<file path="config.mk">
export PLATFORM = sky130hd
export DESIGN_NAME = ctrl_update_seq
export DESIGN_NICKNAME = d
export VERILOG_FILES = /design/src/gnss_pkg.sv /design/src/ctrl_update_seq.sv
export VERILOG_INCLUDE_DIRS = /design/src /design/src/src
export SDC_FILE = /design/constraint.sdc
export NUM_CORES = 1
export LEC_CHECK = 0
export ABC_CLOCK_PERIOD_IN_PS = 3700
export BUFFER_PORTS_ARGS = -buffer_cell sky130_fd_sc_hd__clkbuf_2
export CAP_MARGIN = 20
export CORE_MARGIN = 4
export CORE_UTILIZATION = 31
export CTS_CLUSTER_SIZE = 24
export DETAILED_ROUTE_END_ITERATION = 8
export PLACE_DENSITY = 0.46
export SYNTH_ARGS = -nofsm -noshare
export SYNTH_HDL_FRONTEND = slang
export SYNTH_SLANG_ARGS = --single-unit
</file>
<file path="constraint.sdc">
create_clock -name clk -period 3.7 [get_ports clk]
set_clock_uncertainty 0.05 [all_clocks]
set_input_delay 0.185 -clock clk [delete_from_list [all_inputs] [get_ports clk]]
set_output_delay 0.185 -clock clk [all_outputs]
set_load 0.1 [all_outputs]
</file>
<file path="src/gnss_settings.svh">
`ifndef GNSS_SETTINGS_SVH
`define GNSS_SETTINGS_SVH

// channel count and data path widths.
`define GNSS_CHANNELS       4
`define GNSS_WORD_W         32

// spreading code geometry.
`define GNSS_CODE_LEN       1023   // chips per code period.
`define GNSS_CODE_ADDR_W    10
`define GNSS_CODE_WORDS     32     // 32 x 32 bits covers 1023 chips.

// control store and update rate.
`define GNSS_CTRL_WORDS     4
`define GNSS_UPDATE_DIV     10000  // clk cycles per parameter update.

// reset values of the live registers.
`define GNSS_CARRIER_RST    32'd0
`define GNSS_CODE_FREQ_RST  32'd2746095
`define GNSS_CODE_PHASE_RST 32'd0
`define GNSS_CODE_DELAY_RST 10'd0

`endif
</file>
<file path="src/gnss_pkg.sv">
`include "gnss_settings.svh"

package gnss_pkg;

    // live parameters of one channel, as seen at the top ports.
    typedef struct packed {
        logic [`GNSS_WORD_W-1:0] carrier_freq;
        logic [`GNSS_WORD_W-1:0] code_freq;
        logic [`GNSS_WORD_W-1:0] code_phase;
    } chan_params_t;

    // one enable bit per channel for each store.
    typedef struct packed {
        logic [`GNSS_CHANNELS-1:0] code_we;
        logic [`GNSS_CHANNELS-1:0] ctrl_we;
    } wr_en_t;

    // control word, either taken whole or as the code delay field.
    typedef union packed {
        logic [`GNSS_WORD_W-1:0] raw;
        struct packed {
            logic [`GNSS_WORD_W-`GNSS_CODE_ADDR_W-1:0] unused;
            logic [`GNSS_CODE_ADDR_W-1:0]              code_delay;
        } delay;
    } ctrl_word_u;

    // control word order inside each channel's store.
    typedef enum logic [1:0] {
        CTRL_CARRIER    = 2'd0,
        CTRL_CODE_FREQ  = 2'd1,
        CTRL_CODE_PHASE = 2'd2,
        CTRL_DELAY      = 2'd3
    } ctrl_sel_e;

endpackage

</file>
<file path="src/ctrl_update_seq.sv">
`timescale 1ns/1ps
`include "gnss_settings.svh"

module ctrl_update_seq
    import gnss_pkg::*;
(
    input  logic                        clk,
    input  logic                        rst_n,
    input  logic                        busy,
    output ctrl_sel_e                   rd_idx,
    output logic [`GNSS_CTRL_WORDS-1:0] load_sel
);

    localparam int DIV_W = $clog2(`GNSS_UPDATE_DIV);

    logic [DIV_W-1:0] div_cnt;
    logic             upd_tick;
    logic             seq_active;
    logic [1:0]       seq_step;

    assign upd_tick = (div_cnt == DIV_W'(`GNSS_UPDATE_DIV - 1));

    // free running divider, tick on its last count.
    always_ff @(posedge clk or negedge rst_n) begin
        if (!rst_n) begin
            div_cnt <= '0;
        end else if (upd_tick) begin
            div_cnt <= '0;
        end else begin
            div_cnt <= div_cnt + 1'b1;
        end
    end

    // four reads back to back, load strobe trails each read by one cycle.
    always_ff @(posedge clk or negedge rst_n) begin
        if (!rst_n) begin
            seq_active <= 1'b0;
            seq_step   <= 2'd0;
            load_sel   <= '0;
        end else begin
            load_sel <= seq_active ? (`GNSS_CTRL_WORDS'(1) << seq_step) : '0;
            if (seq_active) begin
                seq_step <= seq_step + 2'd1;     // wraps to 0 after the delay word.
                if (seq_step == 2'd3) begin
                    seq_active <= 1'b0;
                end
            end else if (upd_tick && !busy) begin
                seq_active <= 1'b1;              // update skipped while writing.
            end
        end
    end

    assign rd_idx = ctrl_sel_e'(seq_step);

    // the carrier load comes two cycles after a tick that saw no write.
    a_no_start_when_busy: assert property (@(posedge clk) disable iff (!rst_n)
        load_sel[CTRL_CARRIER] |-> $past(upd_tick && !busy, 2));

endmodule

</file>
==> run_results.csv <==
group,metric,value,unit
finish,final_nets,111,
power_and_ir_drop,p_leak,0.516,nW
logic_synthesis,avgSynthCellArea,11.3,um^2
detailed_routing,drtPass1Iterations,4,
setup_path,r2r-start,"div_cnt[6]",
sta,clock.fmax,0.558,GHz
detailed_routing,post_drt_via_cell_ratio,4.68,
detailed_routing,wl_per_cell,12.3,um
power_and_ir_drop,seqPwrFrac,0.668,
sta,fin_crit,1.79,ns
detailed_routing,drc_errors,0,
floorplanning,ioPinCount,9,
power_and_ir_drop,p_sw,70.6,uW
sta,maxSlewHeadroom,0.640,
cts,cts_resized,0,
grt,antenna_found_initial,0,
detailed_routing,routed_wl,1780,um
cts,clock_latency,0.29,ns
grt,grt_pass1_wl,3130,um
finish,fill_cells,324,
grt,grt_max_degree,22,
floorplanning,die_w,65.5,um
cts,cts_sinks,21,
sta,setup_violations,0,
outcome,status,"finished, final reports clean",
detailed_routing,drt-initial-drc-count,19,
cts,cts_setup_buffers,0,
sta,slew_viol_final,0,
setup_path,critPathMaxFanout,5,
floorplanning,dieHeight,65.5,um
grt,grt_use_total,0.0962,
placed_design,hpwl,1350,um
run,cap_violations,0,
grt,grt-ovfl-total,0,
finish,diodes,0,
sta,fin_ws,1.91,ns
grt,grt_pass1_vias,668,
setup_path,worst_ep_required_time,3.86,ns
cts,h-tree-depth,1,
logic_synthesis,syn_inst,91,
finish,syn_to_final_growth,11.6,%
floorplanning,dieArea,4290,um^2
cts,cts-root-buf,"clkbuf_4",
floorplanning,rows,20,
logic_synthesis,synth.distinct_cells,28,
cts,clk_pin_slew_worst_paths,0.11,ns
setup_path,worstPathArrival,1.95,ns
finish,fin_cells,145,
setup_path,cp-end-kind,"register",
setup_path,worstSetupPathType,"reg2reg",
sta,timing.final.crit_share,0.484,
logic_synthesis,synth.yosys.seq_area_share,0.512,
logic_synthesis,synth_warnings,0,
sta,rsz0062_at_grt,"no",
cts,clockBufferDepth,2,
placed_design,place.gp.congestion,0.727,
sta,setup-tns-final,0,ns
sta,finalHoldViolCount,0,
power_and_ir_drop,switching_share,0.206,
hold_path,min-delay-start,"busy",
hold_path,hp-class,"in2reg",
floorplanning,core,3100,um^2
floorplanning,floorplan.initialDensity,0.331,
power_and_ir_drop,peakVddDrop,0.0000888,V
placed_design,dpl_cell_area,1110,um^2
placed_design,io_buffers,8,
logic_synthesis,synth.net_count,100,
setup_path,endpoint,"seq_active",
power_and_ir_drop,combinationalPowerShare,0.018,
power_and_ir_drop,powerDensity,300,nW/um^2
setup_path,timing.rr.end,"seq_active",
placed_design,dp.cells,140,
finish,final_area,1140,um^2
finish,drive_gt1_frac,0.139,
setup_path,cp-start-kind,"register",
sta,worst_pin_slew,0.543,ns
setup_path,cp-startpoint,"div_cnt[6]",
logic_synthesis,synth_seq_cells,21,
setup_path,reg2regPathDepth,3,
detailed_routing,postRouteAntennaNets,0,
power_and_ir_drop,p_clk_frac,0.314,
placed_design,place_ws,1.92,ns
power_and_ir_drop,internal_power,273,uW
logic_synthesis,syn_area,1030,um^2
finish,fin_util,0.369,
cts,ctsHoldBuffers,1,
cts,cts_tree,"done",
detailed_routing,vias,678,
cts,cts_buffers,3,
setup_path,r2r_setup_slack,1.91,ns
-- critical path, stage by stage, from the launching register on --
cell     delay (ns)
dfrtp_1        0.45
or4b_1         0.51
or4_4          0.52
o31ai_4        0.18
-- power by group through the flow --
stage	sequential (mW)	combinational, mW	clock [mW]
finish	0.229	0.00624	0.108
global route	0.230	0.00756	0.123
CTS	0.229	0.00690	0.114
detailed placement	0.234	0.00604	0
global placement	0.234	0.00607	0
floorplan	0.234	0.000000326	0
-- cell usage after synthesis --
library cell	n	area share
o31ai_4	1	0.021
nand4_1	4	0.024
nor4_4	1	0.021
clkbuf_1	2	0.0073
nor2_1	5	0.018
xor2_1	6	0.051
or3_1	2	0.012
o21ai_0	2	0.0098
a21oi_1	3	0.015
or4bb_1	1	0.011
nand2b_1	1	0.0061
nor2b_1	1	0.0061
buf_2	1	0.0049
and2_1	4	0.024
o31ai_1	2	0.015
and4_1	1	0.0085
ha_1	6	0.073
nand3_1	4	0.020
or4b_1	1	0.0098
xnor2_1	3	0.026
nor3_1	2	0.0098
or4_4	1	0.011
o21bai_1	1	0.0073
inv_1	4	0.015
dfrtp_1	21	0.51
or4_1	4	0.029
o2111a_1	1	0.011
nand2_1	6	0.022
-- state kept, by name, summed over array words and instances (netlist names) --
name and count:
load_sel 4, div_cnt 14, seq_active 1, rd_idx 2
-- stage by stage --
step,power (mW),hold WS (ns)
floorplan,0.234,-0.161
global placement,0.240,0.147
CTS,0.350,0.0216
global route,0.360,0.0201
detailed placement,0.240,0.144
finish,0.343,0.0340
-- kinds of logic (layout without fill, tap and decap cells) --
kind of cell             Yosys count  in the layout  share of synthesized area
AND/OR/NAND/NOR                   38             38                      0.233
flip-flops                        21             21                      0.512
AO/OA/AOI/OAI                     10             10                     0.0780
XOR/XNOR                           9              9                     0.0768
buffers and inverters              7             17                     0.0268
adder cells (fa/ha/maj)            6              6                     0.0732
-- routing by layer --
layer | global-route usage | wire length (um) | vias up
met3 | 0.0205 | 61 | 2
li1 | - | - | 338
met5 | 0 | 0 | -
met2 | 0.152 | 838 | 10
met4 | 0.0466 | 24 | 0
met1 | 0.124 | 853 | 328
-- worst min path at each step --
stage / slack (ns) / end / depth (start not counted)
after global placement: 0.15 / load_sel[3] / 1
after floorplan: -0.16 / div_cnt[0] / 0
after global routing: 0.02 / seq_active / 2
final: 0.03 / seq_active / 2
after CTS: 0.02 / seq_active / 2
after detailed placement: 0.14 / load_sel[3] / 1
-- cell type report --
class                           instances  area [um^2]  area share
Clock buffer                            4         26.3      0.0230
Multi-Input combinational cell         63          473       0.413
Timing Repair Buffer                    9         50.0      0.0437
Sequential cell                        21          526       0.459
Inverter                                4         15.0      0.0131
Tap cell                               44         55.1      0.0481
-- layout by cell type, fill, tap and decap left out --
master,count
o2111a_1,1
o21ai_0,2
o31ai_1,2
nor4_4,1
dlygate4sd3_1,1
nand4_1,4
clkbuf_1,1
and2_1,4
nor3_1,2
o21bai_1,1
inv_1,4
clkbuf_2,8
or4b_1,1
or3_1,2
nor2b_1,1
or4bb_1,1
xor2_1,6
nand2_1,6
and4_1,1
a21oi_1,3
or4_1,4
nand2b_1,1
clkbuf_4,3
nand3_1,4
xnor2_1,3
o31ai_4,1
dfrtp_1,21
nor2_1,5
or4_4,1
ha_1,6
No activity file was read; power rests on OpenSTA's default activity.
