===== config.mk =====
export PLATFORM = sky130hd
export DESIGN_NAME = gnss_channel
export DESIGN_NICKNAME = d
export VERILOG_FILES = /design/src/gnss_pkg.sv /design/src/gnss_channel.sv /design/src/ctrl_word_ram.sv /design/src/code_phase_gen.sv /design/src/code_ram.sv
export VERILOG_INCLUDE_DIRS = /design/src /design/src/src
export SDC_FILE = /design/constraint.sdc
export NUM_CORES = 1
export LEC_CHECK = 0
export BUFFER_PORTS_ARGS = -buffer_cell sky130_fd_sc_hd__buf_2
export CORE_MARGIN = 2
export CORE_UTILIZATION = 65
export CTS_BUF_LIST = sky130_fd_sc_hd__clkbuf_16
export DETAILED_ROUTE_END_ITERATION = 6
export GPL_TIMING_DRIVEN = 0
export PLACE_DENSITY_LB_ADDON = 0.08
export SLEW_MARGIN = 20
export SYNTH_ARGS = -nofsm -noshare
export SYNTH_HDL_FRONTEND = slang
export SYNTH_HIERARCHICAL = 1
export SYNTH_SLANG_ARGS = --single-unit

===== constraint.sdc =====
create_clock -name clk -period 8.55 [get_ports clk]
set_clock_uncertainty 0.2 [all_clocks]
set_input_delay 1.2825 -clock clk [delete_from_list [all_inputs] [get_ports clk]]
set_output_delay 1.2825 -clock clk [all_outputs]
set_load 0.02 [all_outputs]

===== src/gnss_settings.svh =====
`ifndef GNSS_SETTINGS_SVH
`define GNSS_SETTINGS_SVH

// channel count and data path widths.
`define GNSS_CHANNELS       4
`define GNSS_WORD_W         32

// spreading code geometry.
`define GNSS_CODE_LEN       1023   // chips per code period.
`define GNSS_CODE_ADDR_W    10
`define GNSS_CODE_WORDS     32     // 32 x 32 bits covers 1023 chips.

// control store and update rate.
`define GNSS_CTRL_WORDS     4
`define GNSS_UPDATE_DIV     10000  // clk cycles per parameter update.

// reset values of the live registers.
`define GNSS_CARRIER_RST    32'd0
`define GNSS_CODE_FREQ_RST  32'd2746095
`define GNSS_CODE_PHASE_RST 32'd0
`define GNSS_CODE_DELAY_RST 10'd0

`endif

===== src/gnss_pkg.sv =====
`include "gnss_settings.svh"

package gnss_pkg;

    // live parameters of one channel, as seen at the top ports.
    typedef struct packed {
        logic [`GNSS_WORD_W-1:0] carrier_freq;
        logic [`GNSS_WORD_W-1:0] code_freq;
        logic [`GNSS_WORD_W-1:0] code_phase;
    } chan_params_t;

    // one enable bit per channel for each store.
    typedef struct packed {
        logic [`GNSS_CHANNELS-1:0] code_we;
        logic [`GNSS_CHANNELS-1:0] ctrl_we;
    } wr_en_t;

    // control word, either taken whole or as the code delay field.
    typedef union packed {
        logic [`GNSS_WORD_W-1:0] raw;
        struct packed {
            logic [`GNSS_WORD_W-`GNSS_CODE_ADDR_W-1:0] unused;
            logic [`GNSS_CODE_ADDR_W-1:0]              code_delay;
        } delay;
    } ctrl_word_u;

    // control word order inside each channel's store.
    typedef enum logic [1:0] {
        CTRL_CARRIER    = 2'd0,
        CTRL_CODE_FREQ  = 2'd1,
        CTRL_CODE_PHASE = 2'd2,
        CTRL_DELAY      = 2'd3
    } ctrl_sel_e;

endpackage


===== src/gnss_channel.sv =====
`timescale 1ns/1ps
`include "gnss_settings.svh"

module gnss_channel
    import gnss_pkg::*;
(
    input  logic                        clk,
    input  logic                        rst_n,
    input  logic [`GNSS_WORD_W-1:0]     wr_data,
    input  logic                        code_we,
    input  logic                        ctrl_we,
    input  logic                        code_tick,
    input  ctrl_sel_e                   rd_idx,
    input  logic [`GNSS_CTRL_WORDS-1:0] load_sel,
    output chan_params_t                params,
    output logic                        code_bit
);

    ctrl_word_u                   rd_word;
    logic [`GNSS_CODE_ADDR_W-1:0] code_delay;
    logic [`GNSS_CODE_ADDR_W-1:0] code_addr;

    ctrl_word_ram ctrl_word_ram_i (
        .clk     (clk),
        .rst_n   (rst_n),
        .we      (ctrl_we),
        .wr_data (wr_data),
        .rd_idx  (rd_idx),
        .rd_word (rd_word)
    );

    // live registers, each taken on its own load strobe.
    always_ff @(posedge clk or negedge rst_n) begin
        if (!rst_n) begin
            params.carrier_freq <= `GNSS_CARRIER_RST;
            params.code_freq    <= `GNSS_CODE_FREQ_RST;
            params.code_phase   <= `GNSS_CODE_PHASE_RST;
            code_delay          <= `GNSS_CODE_DELAY_RST;
        end else begin
            if (load_sel[CTRL_CARRIER]) begin
                params.carrier_freq <= rd_word.raw;
            end
            if (load_sel[CTRL_CODE_FREQ]) begin
                params.code_freq <= rd_word.raw;
            end
            if (load_sel[CTRL_CODE_PHASE]) begin
                params.code_phase <= rd_word.raw;
            end
            if (load_sel[CTRL_DELAY]) begin
                code_delay <= rd_word.delay.code_delay;  // only the low 10 bits matter.
            end
        end
    end

    code_phase_gen code_phase_gen_i (
        .clk        (clk),
        .rst_n      (rst_n),
        .code_tick  (code_tick),
        .code_delay (code_delay),
        .rd_addr    (code_addr)
    );

    code_ram code_ram_i (
        .clk     (clk),
        .rst_n   (rst_n),
        .we      (code_we),
        .wr_data (wr_data),
        .rd_addr (code_addr),
        .chip    (code_bit)
    );

endmodule


===== src/ctrl_word_ram.sv =====
`timescale 1ns/1ps
`include "gnss_settings.svh"

module ctrl_word_ram
    import gnss_pkg::*;
(
    input  logic                    clk,
    input  logic                    rst_n,
    input  logic                    we,
    input  logic [`GNSS_WORD_W-1:0] wr_data,
    input  ctrl_sel_e               rd_idx,
    output ctrl_word_u              rd_word
);

    logic [`GNSS_WORD_W-1:0] mem [`GNSS_CTRL_WORDS];
    ctrl_sel_e               wr_idx;

    // write index wraps 3 to 0 and restarts after each burst.
    always_ff @(posedge clk or negedge rst_n) begin
        if (!rst_n) begin
            wr_idx <= CTRL_CARRIER;
        end else if (we) begin
            wr_idx <= ctrl_sel_e'(wr_idx + 2'd1);
        end else begin
            wr_idx <= CTRL_CARRIER;
        end
    end

    always_ff @(posedge clk) begin
        if (we) begin
            mem[wr_idx] <= wr_data;
        end
    end

    // synchronous read, one cycle behind rd_idx.
    always_ff @(posedge clk) begin
        rd_word.raw <= mem[rd_idx];
    end

endmodule


===== src/code_phase_gen.sv =====
`timescale 1ns/1ps
`include "gnss_settings.svh"

module code_phase_gen (
    input  logic                         clk,
    input  logic                         rst_n,
    input  logic                         code_tick,
    input  logic [`GNSS_CODE_ADDR_W-1:0] code_delay,
    output logic [`GNSS_CODE_ADDR_W-1:0] rd_addr
);

    localparam logic [`GNSS_CODE_ADDR_W-1:0] CODE_LAST = `GNSS_CODE_ADDR_W'(`GNSS_CODE_LEN);
    localparam logic [`GNSS_CODE_ADDR_W-1:0] CODE_FIRST = `GNSS_CODE_ADDR_W'(1);

    logic [`GNSS_CODE_ADDR_W-1:0] chip_cnt;

    // chip counter runs 1..1023, one step per code tick.
    always_ff @(posedge clk or negedge rst_n) begin
        if (!rst_n) begin
            chip_cnt <= CODE_FIRST;
        end else if (code_tick) begin
            if (chip_cnt == CODE_LAST) begin
                chip_cnt <= CODE_FIRST;
            end else begin
                chip_cnt <= chip_cnt + 1'b1;
            end
        end
    end

    // delayed chip, wrapping back into the previous code period.
    always_comb begin
        if (chip_cnt > code_delay) begin
            rd_addr = chip_cnt - code_delay;
        end else begin
            rd_addr = CODE_LAST - code_delay + chip_cnt;
        end
    end

    // address 0 is not a chip, the counter must never land there.
    a_chip_cnt_range: assert property (@(posedge clk) disable iff (!rst_n)
        code_tick |=> (chip_cnt != '0));

endmodule


===== src/code_ram.sv =====
`timescale 1ns/1ps
`include "gnss_settings.svh"

module code_ram (
    input  logic                         clk,
    input  logic                         rst_n,
    input  logic                         we,
    input  logic [`GNSS_WORD_W-1:0]      wr_data,
    input  logic [`GNSS_CODE_ADDR_W-1:0] rd_addr,
    output logic                         chip
);

    localparam int BIT_W  = $clog2(`GNSS_WORD_W);
    localparam int WIDX_W = $clog2(`GNSS_CODE_WORDS);

    logic [`GNSS_WORD_W-1:0] mem [`GNSS_CODE_WORDS];
    logic [WIDX_W-1:0]       wr_idx;

    // word index runs while we is held, restarts once it drops.
    always_ff @(posedge clk or negedge rst_n) begin
        if (!rst_n) begin
            wr_idx <= '0;
        end else if (we) begin
            wr_idx <= wr_idx + 1'b1;
        end else begin
            wr_idx <= '0;
        end
    end

    always_ff @(posedge clk) begin
        if (we) begin
            mem[wr_idx] <= wr_data;
        end
    end

    // upper address bits pick the word, lower bits the chip.
    always_ff @(posedge clk or negedge rst_n) begin
        if (!rst_n) begin
            chip <= 1'b0;
        end else begin
            chip <= mem[rd_addr[`GNSS_CODE_ADDR_W-1:BIT_W]][rd_addr[BIT_W-1:0]];
        end
    end

    // a load is one full code, the last word must end the burst.
    a_code_burst_len: assert property (@(posedge clk) disable iff (!rst_n)
        (we && wr_idx == WIDX_W'(`GNSS_CODE_WORDS - 1)) |=> !we);

endmodule


==> impl_metrics.json <==
{
  "fin_total_pwr_mw": 22.4,
  "die_y_um": 284,
  "drive_gt1_frac": 0.316,
  "syn_area_mm2": 0.0509,
  "failed_checks": "design-rule violations",
  "finalCriticalPeriod_ns": 7.24,
  "rsz0062_at_grt": "false",
  "cts.repair.resized": 0,
  "drv_slew": 0,
  "synth_warnings": 6,
  "final_common_cell": "edfxtp_1",
  "routed_wl_um": 139000,
  "core_mm2": 0.0775,
  "worstPathArrival_ns": 7.59,
  "timing.critical_path.from": "code_phase_gen_i/chip_cnt[0]",
  "min-delay-start": "params[27]",
  "dp_hpwl_um": 90000,
  "peakVddDrop_uv": 246,
  "tritoncts": "yes",
  "ioPinCount": 140,
  "dieArea_mm2": 0.0806,
  "max_slew_margin": 0.149,
  "critical_path.max_fanout": 10,
  "cp-start-kind": "register",
  "async_reset_ff_frac": 0.0948,
  "yosysUniqueCellTypes": 71,
  "whs_ns": 0.302,
  "first_iter_violations": 4391,
  "cts.clk_slew.worst_paths_ns": 0.06,
  "dp_cells": 3627,
  "vias": 27000,
  "grt.overflow.total": 0,
  "status": "finished with violations",
  "tns_ns": 0,
  "grt_max_degree": 69,
  "fin_crit_sh": 0.846,
  "wl_per_cell_um": 35.9,
  "die_w_um": 284,
  "max_clock_freq_mhz": 138,
  "numCtsBuffers": 131,
  "finalSetupViolCount": 0,
  "fin_area_mm2": 0.0589,
  "cts_hold_buffers": 0,
  "cts_setup_buffers": 0,
  "portBuffers": 133,
  "critPathKind": "register to register",
  "final_nets": 2785,
  "gp_congestion": 0.854,
  "root_buffer": "clkbuf_16",
  "synth_edf_count": 1152,
  "synth_ff_type": "edfxtp_1",
  "dp_worst_setup_slack_ns": 1.52,
  "grt_pass1_vias": 27300,
  "via_per_inst": 6.99,
  "syn_area_per_cell_um2": 21.4,
  "clockBufferDepth": 3,
  "cts_sinks": 1308,
  "min_path_type": "register to register",
  "worstMarginPinSlew_ns": 1.28,
  "layout_common_cells": "1152 x edfxtp_1, 257 x mux4_2, 153 x buf_2",
  "crit_required_ns": 8.90,
  "leakage_nw": 20.2,
  "drc_errors": 2,
  "ys_seq_elements": 1308,
  "power_density_mw_per_mm2": 380,
  "drv_cap": 0,
  "initial_utilization": 0.657,
  "htreeDepth": 4,
  "synthToLayoutAreaGrowth_pct": 15.7,
  "postPlaceCellArea_mm2": 0.0549,
  "fin_util": 0.760,
  "syn_inst": 2384,
  "postLayoutSetupSlackWorst_ns": 1.31,
  "end_kind": "register",
  "synth.net_count": 2449,
  "grt_antenna_before_repair": 4,
  "grt_pass1_wl_um": 197000,
  "rows": 102,
  "r2r_start": "code_phase_gen_i/chip_cnt[0]",
  "clk_latency_ns": 0.73,
  "hold_viol_final": 0,
  "yosysSeqAreaShare": 0.753,
  "finalNonFillerCells": 3863,
  "grt_usage": 0.352,
  "drtAntennaViolNets": 0,
  "first_pass_iters": 7
}
[per-layer routing]
layer  up-vias  routed length [um]  global-route usage
li1      10500                   -                   -
met1     13900               47900               0.475
met2      2152               66600               0.558
met3       448               17400              0.0818
met4         0                6760               0.155
met5         -                   0                   0
[worst max-delay path: stages (launching register included)]
cell,delay [ns]
dfstp_2,0.59
inv_1,0.06
ha_1,0.21
fa_1,0.39
inv_1,0.11
and2_4,0.17
nor3_4,0.06
o21ai_0,0.25
a31oi_1,0.17
o21ai_0,0.30
xor2_2,0.79
buf_1,0.75
clkbuf_1,0.71
nor2_1,0.49
a221oi_1,0.40
nor3_1,0.17
nor4_1,0.66
a211oi_2,0.17
o21bai_1,0.19
o211ai_1,0.19
[state kept, by name, summed over array words and instances, names as in the netlist]
signal                     cells
code_ram_i/chip                1
code_ram_i/wr_idx              5
ctrl_word_ram_i/rd_word       32
ctrl_word_ram_i/wr_idx         2
code_phase_gen_i/chip_cnt     10
ctrl_word_ram_i/mem          128
params                        96
code_delay                    10
code_ram_i/mem              1024
[synthesized netlist by cell type (16+ instances only)]
library cell / count / area share
dfstp_2: 16 / 0.0083
mux2i_1: 104 / 0.020
dfrtp_1: 108 / 0.053
buf_2: 21 / 0.0021
edfxtp_1: 1152 / 0.68
nand3_1: 17 / 0.0017
nor2_1: 61 / 0.0045
clkbuf_1: 38 / 0.0028
o221ai_1: 39 / 0.0067
o22ai_1: 24 / 0.0029
dfxtp_1: 32 / 0.013
nand2_1: 49 / 0.0036
o21ai_0: 17 / 0.0017
inv_1: 20 / 0.0015
mux2_2: 23 / 0.0051
buf_6: 22 / 0.0049
ha_1: 20 / 0.0049
mux2_4: 90 / 0.027
a21oi_1: 52 / 0.0051
mux4_2: 257 / 0.11
[power by group]
part | switching, mW | total (mW) | internal [mW] | leakage, nW
Clock | 2.37 | 5.38 | 3.01 | 2.10
Combinational | 5.60 | 9.77 | 4.18 | 5.96
Sequential | 0.0969 | 7.22 | 7.13 | 12.1
[worst paths after layout]
path	endpoint	slack [ns]	depth (start not counted)
max in group asynchronous	params[35]	6.98	2
min in group asynchronous	params[12]	0.35	1
hold reg to reg	params[27]	0.30	1
setup reg to reg	code_ram_i/chip	1.31	19
hold / removal	params[27]	0.30	1
setup / recovery	code_ram_i/chip	1.31	19
[cell type report]
type	count	area [um2]
inverters	21	78.8
flip-flops and latches	1308	38400
multi-input cells	934	11700
repair buffers	203	2420
diodes	2	5.00
fillers	4129	18600
clock inverters	99	622
plain buffers	121	1020
clock buffers	135	3380
well taps	1040	1300
[kinds of logic after synthesis]
| family | after synthesis | share of synthesized area |
|---|---|---|
| compound gates | 213 | 0.0296 |
| fa+ha+maj | 22 | 0.00570 |
| xor+xnor | 17 | 0.00292 |
| simple gates | 206 | 0.0200 |
| buf+inv | 142 | 0.0216 |
| mux | 476 | 0.167 |
| flops | 1308 | 0.753 |
Note: power is estimated with default switching activity, not from simulation.
